File: config.mk
export PLATFORM = sky130hd
export DESIGN_NAME = ccc_top
export DESIGN_NICKNAME = d
export VERILOG_FILES = /design/src/rtl/ccc_pkg.sv /design/src/rtl/ccc_top.sv /design/src/rtl/ccc_set_handler.sv /design/src/rtl/ccc_get_responder.sv /design/src/rtl/ccc_sequencer.sv
export SDC_FILE = /design/constraint.sdc
export NUM_CORES = 1
export LEC_CHECK = 0
export ABC_CLOCK_PERIOD_IN_PS = 3300
export BUFFER_PORTS_ARGS = -buffer_cell sky130_fd_sc_hd__buf_4
export CAP_MARGIN = 20
export CORE_UTILIZATION = 25
export DETAILED_ROUTE_END_ITERATION = 10
export PLACE_DENSITY = 0.45
export SLEW_MARGIN = 0
export SYNTH_ARGS = -nofsm -noshare
export SYNTH_HDL_FRONTEND = slang
export SYNTH_HIERARCHICAL = 1
export SYNTH_SLANG_ARGS = --single-unit
File: constraint.sdc
create_clock -name clk_i -period 3.3 [get_ports clk_i]
set_input_delay 0.66 -clock clk_i [delete_from_list [all_inputs] [get_ports clk_i]]
set_output_delay 0.66 -clock clk_i [all_outputs]
set_load 0.02 [all_outputs]
File: src/rtl/ccc_pkg.sv
// CCC command codes, width typedefs, sequencer state enum, bus and CSR structs
`default_nettype none

package ccc_pkg;

  // Width types
  typedef logic [7:0]  ccc_code_t;
  typedef logic [7:0]  byte_t;
  typedef logic [6:0]  dev_addr_t;
  typedef logic [15:0] len_t;
  typedef logic [47:0] pid_t;
  // Largest response is GETPID at 6 bytes
  typedef logic [3:0]  cnt_t;

  // Broadcast codes, bit 7 clear
  localparam ccc_code_t CccBcastEnec    = 8'h00;
  localparam ccc_code_t CccBcastDisec   = 8'h01;
  localparam ccc_code_t CccBcastRstdaa  = 8'h06;
  localparam ccc_code_t CccBcastSetmwl  = 8'h09;
  localparam ccc_code_t CccBcastSetmrl  = 8'h0A;
  localparam ccc_code_t CccBcastSetaasa = 8'h29;

  // Direct codes, bit 7 set
  localparam ccc_code_t CccDirectEnec   = 8'h80;
  localparam ccc_code_t CccDirectDisec  = 8'h81;
  localparam ccc_code_t CccDirectSetdasa = 8'h87;
  localparam ccc_code_t CccDirectSetmwl = 8'h89;
  localparam ccc_code_t CccDirectSetmrl = 8'h8A;
  localparam ccc_code_t CccGetMwl       = 8'h8B;
  localparam ccc_code_t CccGetMrl       = 8'h8C;
  localparam ccc_code_t CccGetPid       = 8'h8D;
  localparam ccc_code_t CccGetBcr       = 8'h8E;
  localparam ccc_code_t CccGetDcr       = 8'h8F;
  localparam ccc_code_t CccGetStatus    = 8'h90;

  // Broadcast address, also ends a direct CCC when sent with W
  localparam dev_addr_t RsvdAddr = 7'h7E;

  // One-cycle bus monitor events
  typedef struct packed {
    logic start;
    logic rstart;
    logic stop;
  } bus_evt_t;

  // Requests to the bus layer, held until the matching done
  typedef struct packed {
    logic  rx_bit;
    logic  rx_byte;
    logic  tx_bit;
    logic  tx_byte;
    byte_t tx_value;
    // Push-pull drive for read data
    logic  sel_pp;
  } bus_req_t;

  // Bus layer completion pulses
  typedef struct packed {
    logic  rx_done;
    logic  tx_done;
    byte_t rx_data;
  } bus_done_t;

  // Values returned by direct GET CCCs
  typedef struct packed {
    byte_t       bcr;
    byte_t       dcr;
    len_t        mwl;
    len_t        mrl;
    pid_t        pid;
    logic [15:0] status;
  } csr_get_t;

  // CSR writes from SET and broadcast CCCs
  typedef struct packed {
    logic      set_mwl;
    len_t      mwl;
    logic      set_mrl;
    len_t      mrl;
    logic      enec_ibi;
    logic      enec_crr;
    logic      enec_hj;
    logic      disec_ibi;
    logic      disec_crr;
    logic      disec_hj;
    logic      rstdaa;
    logic      set_dasa;
    dev_addr_t dasa;
  } csr_set_t;

  typedef enum logic [3:0] {
    Idle,
    WaitCcc,
    RxTbit,
    RxData,
    RxDataTbit,
    WaitSr,
    RxDirectAddr,
    TxAddrAck,
    TxData,
    TxDataTbit,
    DoneCcc
  } seq_state_e;

endpackage

`default_nettype wire
File: src/rtl/ccc_top.sv
// CCC engine top joining the sequencer, GET responder and SET handler
`default_nettype none

module ccc_top
  import ccc_pkg::*;
#(
  // Third GETMRL byte
  parameter byte_t MrlIbiSize = 8'hFF
) (
  input  wire logic      clk_i,
  input  wire logic      rst_ni,
  input  wire ccc_code_t ccc_i,
  input  wire logic      ccc_valid_i,
  output logic           done_o,
  input  wire bus_evt_t  bus_evt_i,
  input  wire bus_done_t bus_done_i,
  output bus_req_t       bus_req_o,
  input  wire dev_addr_t sta_addr_i,
  input  wire logic      sta_addr_valid_i,
  input  wire dev_addr_t dyn_addr_i,
  input  wire logic      dyn_addr_valid_i,
  input  wire csr_get_t  csr_get_i,
  output csr_set_t       csr_set_o
);

  ccc_code_t cmd;
  logic      cmd_start;
  logic      tbit_done;
  logic      data_strobe;
  byte_t     data_byte;
  logic      tx_load;
  logic      tx_adv;
  byte_t     tx_byte;
  logic      tx_last;

  ccc_sequencer u_sequencer (
    .clk_i            (clk_i),
    .rst_ni           (rst_ni),
    .ccc_i            (ccc_i),
    .ccc_valid_i      (ccc_valid_i),
    .done_o           (done_o),
    .bus_evt_i        (bus_evt_i),
    .bus_done_i       (bus_done_i),
    .bus_req_o        (bus_req_o),
    .sta_addr_i       (sta_addr_i),
    .sta_addr_valid_i (sta_addr_valid_i),
    .dyn_addr_i       (dyn_addr_i),
    .dyn_addr_valid_i (dyn_addr_valid_i),
    .tx_byte_i        (tx_byte),
    .tx_last_i        (tx_last),
    .tx_load_o        (tx_load),
    .tx_adv_o         (tx_adv),
    .cmd_o            (cmd),
    .cmd_start_o      (cmd_start),
    .tbit_done_o      (tbit_done),
    .data_strobe_o    (data_strobe),
    .data_byte_o      (data_byte)
  );

  ccc_get_responder #(
    .MrlIbiSize (MrlIbiSize)
  ) u_get_responder (
    .clk_i     (clk_i),
    .rst_ni    (rst_ni),
    .cmd_i     (cmd),
    .tx_load_i (tx_load),
    .tx_adv_i  (tx_adv),
    .csr_get_i (csr_get_i),
    .tx_byte_o (tx_byte),
    .tx_last_o (tx_last)
  );

  ccc_set_handler u_set_handler (
    .clk_i         (clk_i),
    .rst_ni        (rst_ni),
    .cmd_i         (cmd),
    .cmd_start_i   (cmd_start),
    .tbit_done_i   (tbit_done),
    .data_strobe_i (data_strobe),
    .data_byte_i   (data_byte),
    .sta_addr_i    (sta_addr_i),
    .csr_set_o     (csr_set_o)
  );

endmodule

`default_nettype wire

File: src/rtl/ccc_set_handler.sv
// Data byte counter and CSR write registers for SET and broadcast CCCs
`default_nettype none

module ccc_set_handler
  import ccc_pkg::*;
(
  input  wire logic      clk_i,
  input  wire logic      rst_ni,
  input  wire ccc_code_t cmd_i,
  input  wire logic      cmd_start_i,
  input  wire logic      tbit_done_i,
  input  wire logic      data_strobe_i,
  input  wire byte_t     data_byte_i,
  input  wire dev_addr_t sta_addr_i,
  output csr_set_t       csr_set_o
);

  cnt_t      cnt_q;
  logic      first_byte;
  logic      second_byte;
  logic      set_mwl_q;
  logic      set_mrl_q;
  logic      rstdaa_q;
  logic      set_dasa_q;
  len_t      mwl_q;
  len_t      mrl_q;
  dev_addr_t dasa_q;
  logic [2:0] enec_q;
  logic [2:0] disec_q;

  // Index of the byte being strobed, saturates at the top
  always_ff @(posedge clk_i or negedge rst_ni) begin
    if (!rst_ni) begin
      cnt_q <= '0;
    end else if (cmd_start_i) begin
      cnt_q <= '0;
    end else if (data_strobe_i && cnt_q != '1) begin
      cnt_q <= cnt_q + 4'd1;
    end
  end

  assign first_byte  = data_strobe_i && (cnt_q == 4'd0);
  assign second_byte = data_strobe_i && (cnt_q == 4'd1);

  // One-cycle write pulses
  always_ff @(posedge clk_i or negedge rst_ni) begin
    if (!rst_ni) begin
      set_mwl_q  <= 1'b0;
      set_mrl_q  <= 1'b0;
      rstdaa_q   <= 1'b0;
      set_dasa_q <= 1'b0;
    end else begin
      set_mwl_q  <= second_byte && (cmd_i inside {CccBcastSetmwl, CccDirectSetmwl});
      set_mrl_q  <= second_byte && (cmd_i inside {CccBcastSetmrl, CccDirectSetmrl});
      rstdaa_q   <= tbit_done_i && (cmd_i == CccBcastRstdaa);
      // SETAASA after the T-bit, SETDASA after its data byte
      set_dasa_q <= (tbit_done_i && (cmd_i == CccBcastSetaasa)) ||
                    (first_byte && (cmd_i == CccDirectSetdasa));
    end
  end

  // Lengths arrive MSB first
  always_ff @(posedge clk_i) begin
    if (cmd_i inside {CccBcastSetmwl, CccDirectSetmwl}) begin
      if (first_byte) mwl_q[15:8] <= data_byte_i;
      if (second_byte) mwl_q[7:0] <= data_byte_i;
    end
    if (cmd_i inside {CccBcastSetmrl, CccDirectSetmrl}) begin
      if (first_byte) mrl_q[15:8] <= data_byte_i;
      if (second_byte) mrl_q[7:0] <= data_byte_i;
    end
  end

  // Static address for SETAASA, data byte for SETDASA
  always_ff @(posedge clk_i) begin
    if (tbit_done_i && (cmd_i == CccBcastSetaasa)) begin
      dasa_q <= sta_addr_i;
    end else if (first_byte && (cmd_i == CccDirectSetdasa)) begin
      dasa_q <= data_byte_i[7:1];
    end
  end

  // Event flags hold until the next ENEC or DISEC
  // Bits 0, 1 and 3 map to IBI, CRR and HJ
  always_ff @(posedge clk_i or negedge rst_ni) begin
    if (!rst_ni) begin
      enec_q  <= '0;
      disec_q <= '0;
    end else if (first_byte) begin
      if (cmd_i inside {CccBcastEnec, CccDirectEnec}) begin
        enec_q <= {data_byte_i[3], data_byte_i[1], data_byte_i[0]};
      end
      if (cmd_i inside {CccBcastDisec, CccDirectDisec}) begin
        disec_q <= {data_byte_i[3], data_byte_i[1], data_byte_i[0]};
      end
    end
  end

  always_comb begin
    csr_set_o.set_mwl   = set_mwl_q;
    csr_set_o.mwl       = mwl_q;
    csr_set_o.set_mrl   = set_mrl_q;
    csr_set_o.mrl       = mrl_q;
    csr_set_o.enec_ibi  = enec_q[0];
    csr_set_o.enec_crr  = enec_q[1];
    csr_set_o.enec_hj   = enec_q[2];
    csr_set_o.disec_ibi = disec_q[0];
    csr_set_o.disec_crr = disec_q[1];
    csr_set_o.disec_hj  = disec_q[2];
    csr_set_o.rstdaa    = rstdaa_q;
    csr_set_o.set_dasa  = set_dasa_q;
    csr_set_o.dasa      = dasa_q;
  end

endmodule

`default_nettype wire

File: src/rtl/ccc_get_responder.sv
// Direct GET response byte counter and byte select
`default_nettype none

module ccc_get_responder
  import ccc_pkg::*;
#(
  parameter byte_t MrlIbiSize = 8'hFF
) (
  input  wire logic      clk_i,
  input  wire logic      rst_ni,
  input  wire ccc_code_t cmd_i,
  input  wire logic      tx_load_i,
  input  wire logic      tx_adv_i,
  input  wire csr_get_t  csr_get_i,
  output byte_t          tx_byte_o,
  output logic           tx_last_o
);

  cnt_t cnt_q;
  cnt_t len;

  // Response length per command
  always_comb begin
    case (cmd_i)
      CccGetBcr, CccGetDcr:    len = 4'd1;
      CccGetMwl, CccGetStatus: len = 4'd2;
      CccGetMrl:               len = 4'd3;
      CccGetPid:               len = 4'd6;
      default:                 len = 4'd0;
    endcase
  end

  // Counts remaining bytes, no wrap below zero
  always_ff @(posedge clk_i or negedge rst_ni) begin
    if (!rst_ni) begin
      cnt_q <= '0;
    end else if (tx_load_i) begin
      cnt_q <= len;
    end else if (tx_adv_i && cnt_q != '0) begin
      cnt_q <= cnt_q - 4'd1;
    end
  end

  assign tx_last_o = (cnt_q == '0);

  // MSB first, higher count selects the upper byte
  always_comb begin
    tx_byte_o = '0;
    case (cmd_i)
      CccGetBcr: tx_byte_o = csr_get_i.bcr;
      CccGetDcr: tx_byte_o = csr_get_i.dcr;
      CccGetMwl: begin
        tx_byte_o = (cnt_q == 4'd2) ? csr_get_i.mwl[15:8] : csr_get_i.mwl[7:0];
      end
      CccGetStatus: begin
        tx_byte_o = (cnt_q == 4'd2) ? csr_get_i.status[15:8] : csr_get_i.status[7:0];
      end
      CccGetMrl: begin
        case (cnt_q)
          4'd3:    tx_byte_o = csr_get_i.mrl[15:8];
          4'd2:    tx_byte_o = csr_get_i.mrl[7:0];
          // Max IBI payload size
          default: tx_byte_o = MrlIbiSize;
        endcase
      end
      CccGetPid: begin
        case (cnt_q)
          4'd6:    tx_byte_o = csr_get_i.pid[47:40];
          4'd5:    tx_byte_o = csr_get_i.pid[39:32];
          4'd4:    tx_byte_o = csr_get_i.pid[31:24];
          4'd3:    tx_byte_o = csr_get_i.pid[23:16];
          4'd2:    tx_byte_o = csr_get_i.pid[15:8];
          default: tx_byte_o = csr_get_i.pid[7:0];
        endcase
      end
      default: tx_byte_o = '0;
    endcase
  end

endmodule

`default_nettype wire

File: src/rtl/ccc_sequencer.sv
// CCC FSM with command register, direct address capture and match, bus requests
`default_nettype none

module ccc_sequencer
  import ccc_pkg::*;
(
  input  wire logic      clk_i,
  input  wire logic      rst_ni,
  // Command handoff from the primary target FSM
  input  wire ccc_code_t ccc_i,
  input  wire logic      ccc_valid_i,
  output logic           done_o,
  // Bus layer
  input  wire bus_evt_t  bus_evt_i,
  input  wire bus_done_t bus_done_i,
  output bus_req_t       bus_req_o,
  // Own addresses
  input  wire dev_addr_t sta_addr_i,
  input  wire logic      sta_addr_valid_i,
  input  wire dev_addr_t dyn_addr_i,
  input  wire logic      dyn_addr_valid_i,
  // GET responder
  input  wire byte_t     tx_byte_i,
  input  wire logic      tx_last_i,
  output logic           tx_load_o,
  output logic           tx_adv_o,
  // SET handler
  output ccc_code_t      cmd_o,
  output logic           cmd_start_o,
  output logic           tbit_done_o,
  output logic           data_strobe_o,
  output byte_t          data_byte_o
);

  seq_state_e state_q, state_d;

  ccc_code_t cmd_q;
  byte_t     data_byte_q;
  dev_addr_t addr_q;
  logic      rnw_q;
  logic      nacked_q;
  logic      addr_match;
  logic      addr_rsvd;
  logic      is_direct;
  logic      rx_done;
  logic      tx_done;
  logic      new_frame;

  assign rx_done   = bus_done_i.rx_done;
  assign tx_done   = bus_done_i.tx_done;
  assign new_frame = bus_evt_i.start | bus_evt_i.rstart;
  assign is_direct = cmd_q[7];

  // Accepted only while waiting for a command
  assign cmd_start_o = ccc_valid_i && (state_q == WaitCcc);

  always_ff @(posedge clk_i or negedge rst_ni) begin
    if (!rst_ni) begin
      cmd_q <= '0;
    end else if (cmd_start_o) begin
      cmd_q <= ccc_i;
    end
  end

  // Data byte for the SET handler
  always_ff @(posedge clk_i) begin
    if (state_q == RxData && rx_done) begin
      data_byte_q <= bus_done_i.rx_data;
    end
  end

  // Address and R/W bit after a repeated start
  always_ff @(posedge clk_i) begin
    if (state_q == RxDirectAddr && rx_done) begin
      addr_q <= bus_done_i.rx_data[7:1];
      rnw_q  <= bus_done_i.rx_data[0];
    end
  end

  // Dynamic address wins, static only as fallback
  always_comb begin
    if (dyn_addr_valid_i) begin
      addr_match = (addr_q == dyn_addr_i);
    end else if (sta_addr_valid_i) begin
      addr_match = (addr_q == sta_addr_i);
    end else begin
      addr_match = 1'b0;
    end
  end

  // 7E/W ends the direct part
  assign addr_rsvd = (addr_q == RsvdAddr) && !rnw_q;

  // After a NACK bit, wait quietly for the next frame
  always_ff @(posedge clk_i or negedge rst_ni) begin
    if (!rst_ni) begin
      nacked_q <= 1'b0;
    end else if (state_q != TxAddrAck) begin
      nacked_q <= 1'b0;
    end else if (tx_done && !addr_match) begin
      nacked_q <= 1'b1;
    end
  end

  always_comb begin
    state_d = state_q;
    unique case (state_q)
      Idle: state_d = WaitCcc;
      WaitCcc: begin
        if (ccc_valid_i) state_d = RxTbit;
      end
      RxTbit: begin
        if (rx_done) state_d = is_direct ? WaitSr : RxData;
      end
      WaitSr: begin
        if (bus_evt_i.rstart) state_d = RxDirectAddr;
      end
      RxDirectAddr: begin
        if (rx_done) state_d = TxAddrAck;
      end
      TxAddrAck: begin
        if (new_frame) begin
          state_d = RxDirectAddr;
        end else if (tx_done && !nacked_q) begin
          if (addr_rsvd) state_d = DoneCcc;
          else if (addr_match && rnw_q) state_d = TxData;
          else if (addr_match) state_d = RxData;
        end
      end
      RxData: begin
        if (new_frame) state_d = RxDirectAddr;
        else if (rx_done) state_d = RxDataTbit;
      end
      RxDataTbit: begin
        if (new_frame) state_d = RxDirectAddr;
        else if (rx_done) state_d = RxData;
      end
      TxData: begin
        if (new_frame) state_d = RxDirectAddr;
        else if (tx_done) state_d = TxDataTbit;
      end
      TxDataTbit: begin
        if (new_frame) state_d = RxDirectAddr;
        else if (tx_done) state_d = tx_last_i ? RxDirectAddr : TxData;
      end
      DoneCcc: state_d = Idle;
      default: state_d = Idle;
    endcase
  end

  // Stop overrides every state
  always_ff @(posedge clk_i or negedge rst_ni) begin
    if (!rst_ni) begin
      state_q <= Idle;
    end else if (bus_evt_i.stop) begin
      state_q <= DoneCcc;
    end else begin
      state_q <= state_d;
    end
  end

  always_comb begin
    bus_req_o = '0;
    unique case (state_q)
      RxTbit, RxDataTbit: bus_req_o.rx_bit = 1'b1;
      RxData, RxDirectAddr: bus_req_o.rx_byte = 1'b1;
      TxAddrAck: begin
        bus_req_o.tx_bit   = !nacked_q;
        // ACK is driven low
        bus_req_o.tx_value = {7'b0, !addr_match};
      end
      TxData: begin
        bus_req_o.tx_byte  = 1'b1;
        bus_req_o.tx_value = tx_byte_i;
        bus_req_o.sel_pp   = 1'b1;
      end
      TxDataTbit: begin
        // T-bit high means more bytes follow
        bus_req_o.tx_bit   = 1'b1;
        bus_req_o.tx_value = {7'b0, !tx_last_i};
        bus_req_o.sel_pp   = 1'b1;
      end
      default: bus_req_o = '0;
    endcase
  end

  assign done_o        = (state_q == DoneCcc);
  assign tx_load_o     = (state_q == TxAddrAck);
  assign tx_adv_o      = (state_q == TxData) && tx_done;
  assign tbit_done_o   = (state_q == RxTbit) && rx_done;
  assign data_strobe_o = (state_q == RxDataTbit) && rx_done;
  assign data_byte_o   = data_byte_q;
  assign cmd_o         = cmd_q;

endmodule

`default_nettype wire

=== Word-level counts from Yosys, hierarchy flattened ===
Cells that the tools add are included.

* Register bits after elaboration: 86
* Output and inout port bits: 63
* Logic and storage cells: 161
* Bits of input ports: 152

* Multiplexer cells: 43
* Reductions and logical operators: 49
* Add/sub/neg operators: 2
* Bitwise gates (word level): 1
* Equal/unequal tests: 47

{| class="wikitable"
|+ Operators by type and width
! kind !! number
|-
| two-way mux 4 bit || 23
|-
| equality test 8 bit (second input constant) || 11
|-
| one-hot mux 8 bit (6 select lines) || 1
|-
| one-hot mux 4 bit (10 select lines) || 1
|-
| one-hot mux 8 bit (5 select lines) || 1
|-
| equality test 4 x 3 -> 1 bit (second input constant) || 7
|-
| one-hot mux 8 bit (3 select lines) || 1
|-
| inequality test 4 x 3 -> 1 bit (second input constant) || 5
|-
| logical AND 1 bit || 19
|-
| equality test 4 x 2 -> 1 bit (second input constant) || 4
|-
| equality test 8 x 4 -> 1 bit (second input constant) || 2
|-
| two-way mux 8 bit || 2
|-
| one-hot mux 8 bit (2 select lines) || 1
|-
| nonzero test 2 bit || 8
|-
| equality test 7 bit || 2
|-
| two-way mux 7 bit || 2
|-
| equality test 4 bit (second input constant) || 3
|-
| logical NOT 4 bit || 3
|-
| inequality test 3 bit (second input constant) || 4
|-
| one-hot mux 3 bit (4 select lines) || 1
|-
| AND reduction 2 bit || 6
|-
| AND reduction 10 bit || 1
|-
| OR reduction 2 bit || 5
|-
| equality test 4 x 1 -> 1 bit (second input constant) || 2
|-
| 17 further kinds || 27
|}

=== Longest topological paths before layout ===
Gate-level depths: netlist of run 1.

* Depth in word-level cells: 10
* Depth in mapped cells: 10
* Depth with buffers taken out: 9

=== By module ===
The synthesis of run 1 kept the hierarchy.

{| class="wikitable"
|+ Modules (own cells, without submodules)
! module !! area each (um^2) !! seq. area each (um^2) !! times used !! cells each
|-
| ccc_set_handler || 2,029.4 || 1,521.5 || 1 || 119
|-
| ccc_sequencer || 1,711.6 || 805.8 || 1 || 166
|-
| ccc_get_responder || 1,400.1 || 100.1 || 1 || 191
|}

=== Worst setup path before layout of run 1 ===
Ideal clock, no wire load.

* Path kind: reg-to-output
* Start point: register u_get_responder.cnt_q[0]
* End point: output bus_req_o[1] in the netlist's numbering
* Cell stages (with the launch flop): 11
* Setup slack: 0.539 ns
* Buffers on the path: 2
* Data arrival time: 2.101 ns
* Required time: 2.640 ns
* Path through: dfrtp_1 -> inv_1 -> ha_1 -> nor3b_1 -> buf_4 -> buf_4 -> mux2i_1 -> o22ai_1 -> nand2_1 -> o221ai_1 -> a221o_1

{| class="wikitable"
|+ RTL lines
! item !! RTL line !! RTL
|-
| start, declared || ccc_get_responder.sv:19 || <nowiki>cnt_t cnt_q;</nowiki>
|-
| start signal, assigned || ccc_get_responder.sv:38 || <nowiki>cnt_q <= len;</nowiki>
|-
| start signal, assigned || ccc_get_responder.sv:40 || <nowiki>cnt_q <= cnt_q - 4'd1;</nowiki>
|-
| end, declared || ccc_top.sv:17 || <nowiki>output bus_req_t bus_req_o,</nowiki>
|}

==> results of run 1 <==
repair_timing:
action                                  4_1_cts  5_1_grt
pin swaps                                     9        7
buffers inserted                              8        1
endpoints found under the hold margin         0        0
endpoints found under the setup margin        8        8
gates resized for setup                      13       19
worst max-delay path: stages, from the launching register on:
cell,delay (ns)
dfrtp_1,0.40
inv_2,0.09
ha_4,0.13
nor3b_4,0.44
buf_4,0.20
mux2i_1,0.17
nor3_1,0.08
a311oi_2,0.33
o31ai_2,0.14
and2_1,0.18
buf_6,0.13
power by group through the flow:
stage               Sequential, uW  Clock (uW)  Combinational [uW]
global placement              1500           0                1810
global route                  1520        1020                2260
CTS                           1490         977                1930
detailed placement            1500           0                1830
finish                        1490         946                2070
floorplan                     1420           0                1240
registers in the layout, indices dropped and copies added, names as in the netlist, 3 cells and up:
signal / cells
u_set_handler/dasa_q: 7
u_sequencer/data_byte_o: 8
u_get_responder/cnt_q: 4
u_sequencer/state_q: 4
u_set_handler/disec_q: 3
u_set_handler/enec_q: 3
u_set_handler/mwl_q: 16
u_set_handler/mrl_q: 16
u_sequencer/addr_q: 7
u_set_handler/cnt_q: 4
u_sequencer/cmd_o: 8
worst max-delay path by stage:
| stage | from | end | slack [ns] | depth (start not counted) |
|---|---|---|---|---|
| 2_1_floorplan | u_get_responder/cnt_q[0]$_DFFE_PN0P_ | bus_req_o[1] | 0.54 | 10 |
| 3_3_place_gp | u_get_responder/cnt_q[0]$_DFFE_PN0P_ | bus_req_o[1] | 0.26 | 10 |
| 3_5_place_dp | u_get_responder/cnt_q[0]$_DFFE_PN0P_ | bus_req_o[1] | 0.19 | 10 |
| 4_1_cts | u_get_responder/cnt_q[0]$_DFFE_PN0P_ | bus_req_o[2] | -0.02 | 10 |
| 5_1_grt | u_get_responder/cnt_q[0]$_DFFE_PN0P_ | bus_req_o[2] | -0.06 | 10 |
| 6_report | u_get_responder/cnt_q[0]$_DFFE_PN0P_ | bus_req_o[2] | 0.002 | 10 |
routing by layer:
metal | track usage [%] | routed length [um] | vias up
li1 | - | - | 2265
met1 | 21.77 | 7892 | 2279
met2 | 29.78 | 9164 | 101
met3 | 2.320 | 550 | 10
met4 | 3.368 | 145 | 0
met5 | 0 | 0 | -
placed cells by master, fill, tap and decap left out, types with 12 or more instances in the layout:
master    instances
buf_4           244
nor3_1           12
a21oi_1          20
xnor2_1          13
nor2_1           27
inv_1            15
a22oi_1          20
dfrtp_1          29
nand2_1          39
edfxtp_1         55
o21ai_0          12
mux2i_1          21
layout make-up:
class	count	share of cell area [%]
multi-input combinational	344	34.25
timing repair buffer	248	24.74
inverter	17	0.8413
clock inverter	7	0.7093
sequential	86	32.04
clock buffer	9	2.969
tap	270	4.454
cells by family (layout without fill, tap and decap cells):
| logic type | count (synthesis) | after routing | synth area share (%) |
|---|---|---|---|
| AO/OA/AOI/OAI | 108 | 108 | 15.43 |
| XOR/XNOR | 18 | 18 | 3.066 |
| adder cells (fa/ha/maj) | 8 | 8 | 1.947 |
| buffers and inverters | 46 | 281 | 4.332 |
| flip-flops | 86 | 86 | 47.21 |
| multiplexers | 40 | 40 | 8.615 |
| AND/OR/NAND/NOR | 170 | 170 | 19.40 |
through the flow:
step / hold slack [ns] / cells / utilization [%] / power (uW) / TNS [ns]
global placement: 0.5102 / 957 / 35.34 / 3311 / 0
CTS: 0.2738 / 980 / 37.20 / 4398 / -0.02238
finish: 0.2616 / 981 / 37.61 / 4511 / 0
floorplan: 0.3644 / 476 / - / 2654 / 0
detailed placement: 0.5181 / 957 / 35.34 / 3328 / 0
global route: 0.2886 / 981 / 37.61 / 4794 / -0.08930
==> metrics.cfg, run 1 <==
[critical_path]
path_max_fanout=7
path_class=register to output port
reg2reg_slack_ns=0.57
reg2reg_depth=6
cp-end-kind=output port
timing.rr.start=u_sequencer/state_q[2]$_DFFE_PN0P_
crit_path_start_kind=register
r2r-end=u_set_handler/disec_q[2]$_DFFE_PN0P_
crit_arrival_ns=2.64
crit_required_ns=2.64

[global_route]
gr-total-overflow=0
grtUsageTotal_pct=16.79
grt_max_degree=32
grt_pass1_wl_mm=27.52
first_global_vias=4792
antenna_found_initial=0

[yosys]
ys_types=73
synthFlopType=edfxtp_1
synth_seq_cells=86
synth_warnings=6
ys_seq_area_share_pct=47.21
synth_fp_nets=636
async_flop_share_pct=36.05
yosysMostFrequentCell=edfxtp_1
postSynthCellCount=476
synth.area.top_cells=edfxtp_1 32%, dfrtp_1 15%, mux2i_1 4.7%, a22oi_1 2.9%, nand2_1 2.8%
ys_top_cells_by_count=55 x edfxtp_1, 39 x nand2_1, 31 x dfrtp_1
syn_avg_cell_area_sq_um=10.80
synth_top_area_share_pct=32.12
synth_edf_count=55
yosysTopAreaCell=edfxtp_1
netlist_area_sq_um=5141

[final_layout]
stdcell_area_sq_um=7585
area_growth_pct=47.53
ff_latch_area_sq_um=2430
multi_input_area_sq_um=2597
n_antenna_cell=0
drive_above_1_share_pct=44.16
fillers=2049
final_nets=866

[power]
clock_power_share_pct=21.0
leakage_uw=0.003160
ir_drop_mv=0.2411
power_frac_seq_pct=33.1
internal_power_uw=2784
powerDensity_nw_per_um2=594.8
p_sw_share_pct=38.28
net-switching-power_uw=1727
p_comb_share_pct=46.0

[clocking]
h-tree-depth=3
cts_hold_buf=0
clk-insertion-delay-late_ns=0.34
clock-root-buffer=clkbuf_16
cts_tree=yes
numCtsBuffers=9
cts.clk_slew.worst_paths_ns=0.07
cts_sinks=86
clockBufferDepth=2

[timing]
skew_ns=0.008229
layout_setup_ws_ns=0.002280
setup_viol=0
maxSlewViolCount=0
min_period_ns=3.298
grt_setup_unrepaired=yes
worst_pin_slew_ns=0.6836
fmax_mhz=303.2
min_period_over_period_pct=99.93
hold_violations=0
slew_headroom_pct=54.05

[place]
place.gp.congestion=0.8349
dp_slack_ns=0.1902
port_buffers=214
dpl.hpwl_mm=14.01
placed_area_sq_um=7127

[floorplan]
rows=52
die_x_um=145.4
dieArea_sq_um=21140
io_pins=215
initial_core_util_pct=25.49
core-area_sq_um=20170
die_h_um=145.4

[route]
routedWlPerCell_um=18.10
first_iter_violations=228
wl_mm=17.75
drc=0
viasPerCell=4.745
drtAntennaViolNets=0
dr.pass1.iters=5
via_count=4655

[job]
maxCapViolCount=0

[run_status]
status=completed

[min_path]
hp-class=input pin to async pin

No activity file was read; power rests on OpenSTA's default activity.
==> run 2: changes to the inputs <==
--- a/config.mk
+++ b/config.mk
@@ -11,6 +11,7 @@
 export CORE_UTILIZATION = 25
 export DETAILED_ROUTE_END_ITERATION = 10
 export PLACE_DENSITY = 0.45
+export RECOVER_POWER = 100
 export SLEW_MARGIN = 0
 export SYNTH_ARGS = -nofsm -noshare
 export SYNTH_HDL_FRONTEND = slang
==> run 2 against run 1 <==
Effect of this change: the run now ends with capacitance limit, slew limit, setup timing left; setup slack got worse by 0.0092 ns; fmax fell by 0.28%; power fell by 0.71%; wire length rose by 0.73%; die area did not move; flip-flop and latch count did not move; final area fell by 3.7%; cell count did not move; sequential power barely moved; critical path type unchanged; largest cell class unchanged.
==> metrics.cfg, run 2 (synthesis results as in run 1) <==
[run_status]
status=finished with violations
violations=capacitance limit, slew limit, setup timing

[place]
dpl.hpwl_mm=14.01  ; unchanged
place.gp.congestion=0.8349  ; unchanged
placed_cells=957  ; unchanged
port_buffers=214  ; unchanged
dp_slack_ns=0.1902  ; unchanged

[final_layout]
final_cell_mix=175 x buf_4, 62 x clkbuf_1, 55 x edfxtp_1
n_antenna_cell=0  ; unchanged
layoutNonFillerInstCount=981  ; unchanged
drive_above_1_share_pct=34.32  ; -9.8 points
top_regs=u_set_handler/mrl_q x16, u_set_handler/mwl_q x16
area_growth_pct=42.13
final_util_pct=36.23  ; -1.4 points
final_common_cell=buf_4
final_nets=866  ; unchanged
fillers=2101  ; +2.5%

[critical_path]
crit_slowest_cell=nor3b_4
critical_path.cell_chain=inv_2 > ha_4 > nor3b_4 > buf_4 > mux2i_1 > nor3_1 > a311oi_2 > o31ai_2 > and2_1 > buf_6
timing.rr.start=u_sequencer/state_q[2]$_DFFE_PN0P_
path_class=register to output port
crit_path_start=u_get_responder/cnt_q[0]$_DFFE_PN0P_
critPathTopFamily=simple AND/OR/NAND/NOR gates
crit_path_start_kind=register
crit_cells=10  ; unchanged
crit_end=bus_req_o[2]
reg2reg_slack_ns=0.25  ; -0.32 ns
cpPeakStageDelay_ns=0.44  ; about the same
crit_arrival_ns=2.65  ; about the same
cp-end-kind=output port
path_max_fanout=7  ; unchanged
reg2reg_depth=6  ; unchanged
r2r-end=u_set_handler/disec_q[2]$_DFFE_PN0P_
crit_required_ns=2.64  ; about the same
path_buf_inv=3  ; unchanged

[floorplan]
die_x_um=145.4  ; unchanged
io_pins=215  ; unchanged
die_h_um=145.4  ; unchanged
initial_core_util_pct=25.49  ; unchanged
dieArea_sq_um=21140  ; unchanged
rows=52  ; unchanged
core-area_sq_um=20170  ; unchanged

[clocking]
cts_sinks=86  ; unchanged
clock-root-buffer=clkbuf_16
h-tree-depth=3  ; unchanged
cts_tree=yes
cts_hold_buf=0  ; unchanged
clockBufferDepth=2  ; unchanged
cts.clk_slew.worst_paths_ns=0.07  ; about the same
numCtsBuffers=9  ; unchanged
clk-insertion-delay-late_ns=0.34  ; about the same

[route]
dr.pass1.iters=5  ; unchanged
wl_mm=17.88  ; +0.73%
drtAntennaViolNets=0  ; unchanged
viasPerCell=4.743  ; about the same
via_count=4653  ; -0.043%
first_iter_violations=255  ; +12%
routedWlPerCell_um=18.23  ; +0.73%
drc=0  ; unchanged

[timing]
hold_violations=0  ; unchanged
maxSlewViolCount=32  ; +32
fmax_mhz=302.4  ; -0.28%
layout_setup_ws_ns=-0.006957  ; -0.009237 ns
worst_pin_slew_ns=1.873  ; +1.189 ns
setup_viol=1  ; +1
min_period_ns=3.307  ; +0.009237 ns
grt_setup_unrepaired=yes
setup_tns_ns=-0.006957  ; -0.006957 ns
min_period_over_period_pct=100.2  ; +0.28 points
slew_headroom_pct=-24.83  ; -79 points
skew_ns=0.008700  ; +0.0004710 ns

[power]
power_frac_seq_pct=33.2  ; about the same
leakage_uw=0.002900  ; -8.2%
net-switching-power_uw=1726  ; about the same
p_sw_share_pct=38.52  ; +0.24 points
ir_drop_mv=0.2426  ; +0.63%
internal_power_uw=2754  ; -1.1%
clock_power_share_pct=21.2  ; +0.2 points
p_comb_share_pct=45.6  ; -0.4 points
powerDensity_nw_per_um2=613.0  ; +3.1%

[min_path]
hp-class=input pin to register

[global_route]
antenna_found_initial=0  ; unchanged
gr-total-overflow=0  ; unchanged
grt_pass1_wl_mm=27.52  ; unchanged
grt_max_degree=32  ; unchanged
first_global_vias=4792  ; unchanged
grtUsageTotal_pct=16.79  ; unchanged

[job]
maxCapViolCount=1  ; +1

## run 2: layout make-up
class	instances	area, sq um	area share [%]
clock buffers	9	225.2	3.082
inverters	17	63.81	0.8733
clock inverters	7	53.80	0.7363
well taps	270	337.8	4.623
repair buffers	248	1644	22.50
flip-flops and latches	86	2430	33.25
multi-input cells	344	2552	34.93
## run 2: per-layer routing
metal,up-vias,GRT usage (%),share of wire [%]
li1,2260,-,-
met1,2282,21.77,45
met2,100,29.78,51
met3,11,2.320,3.3
met4,0,3.368,0.84
met5,-,0,0
## run 2: tightest hold or removal path: stages
cell and delay, ns:
buf_4 0.08, nand2_1 0.04, nand2_1 0.05
## run 2: worst min-delay path by stage
| stage | from | end | slack, ns | cells past startpoint |
|---|---|---|---|---|
| after global routing | ccc_i[1] | u_sequencer/cmd_o[1]$_DFFE_PN0P_ | 0.52 | 3 |
| final | ccc_i[0] | u_sequencer/cmd_o[0]$_DFFE_PN0P_ | 0.52 | 3 |
| after detailed placement | u_set_handler/enec_q[1]$_DFFE_PN0P_ | u_set_handler/enec_q[1]$_DFFE_PN0P_ | 0.52 | 1 |
| after global placement | u_set_handler/enec_q[0]$_DFFE_PN0P_ | u_set_handler/enec_q[0]$_DFFE_PN0P_ | 0.51 | 1 |
| after floorplan | rst_ni | u_get_responder/cnt_q[0]$_DFFE_PN0P_ | 0.36 | 0 |
| after CTS | rst_ni | u_get_responder/cnt_q[0]$_DFFE_PN0P_ | 0.27 | 1 |
## run 2: stage by stage
step / total power, uW / cell area (sq um) / hold WS [ns]
2_1_floorplan: 2654 / 5141 / 0.3644
3_3_place_gp: 3311 / 7127 / 0.5102
3_5_place_dp: 3328 / 7127 / 0.5181
4_1_cts: 4398 / 7503 / 0.2738
5_1_grt: 4756 / 7307 / 0.5235
6_report: 4479 / 7307 / 0.5166
## run 2: power by group through the flow
| stage | combinational (uW) | clock (uW) | sequential (uW) |
|---|---|---|---|
| 5_1_grt | 2220 | 1020 | 1520 |
| 6_report | 2040 | 948 | 1490 |
| 3_3_place_gp | 1810 | 0 | 1500 |
| 2_1_floorplan | 1240 | 0 | 1420 |
| 4_1_cts | 1930 | 977 | 1490 |
| 3_5_place_dp | 1830 | 0 | 1500 |
## run 2: timing repair
item | 4_1_cts | 5_1_grt
pin swaps | 9 | 7
gates cloned | 0 | 0
buffers inserted | 8 | 1
resized for setup | 13 | 19
endpoints found under the hold margin | 0 | 0
setup endpoints to repair | 8 | 8
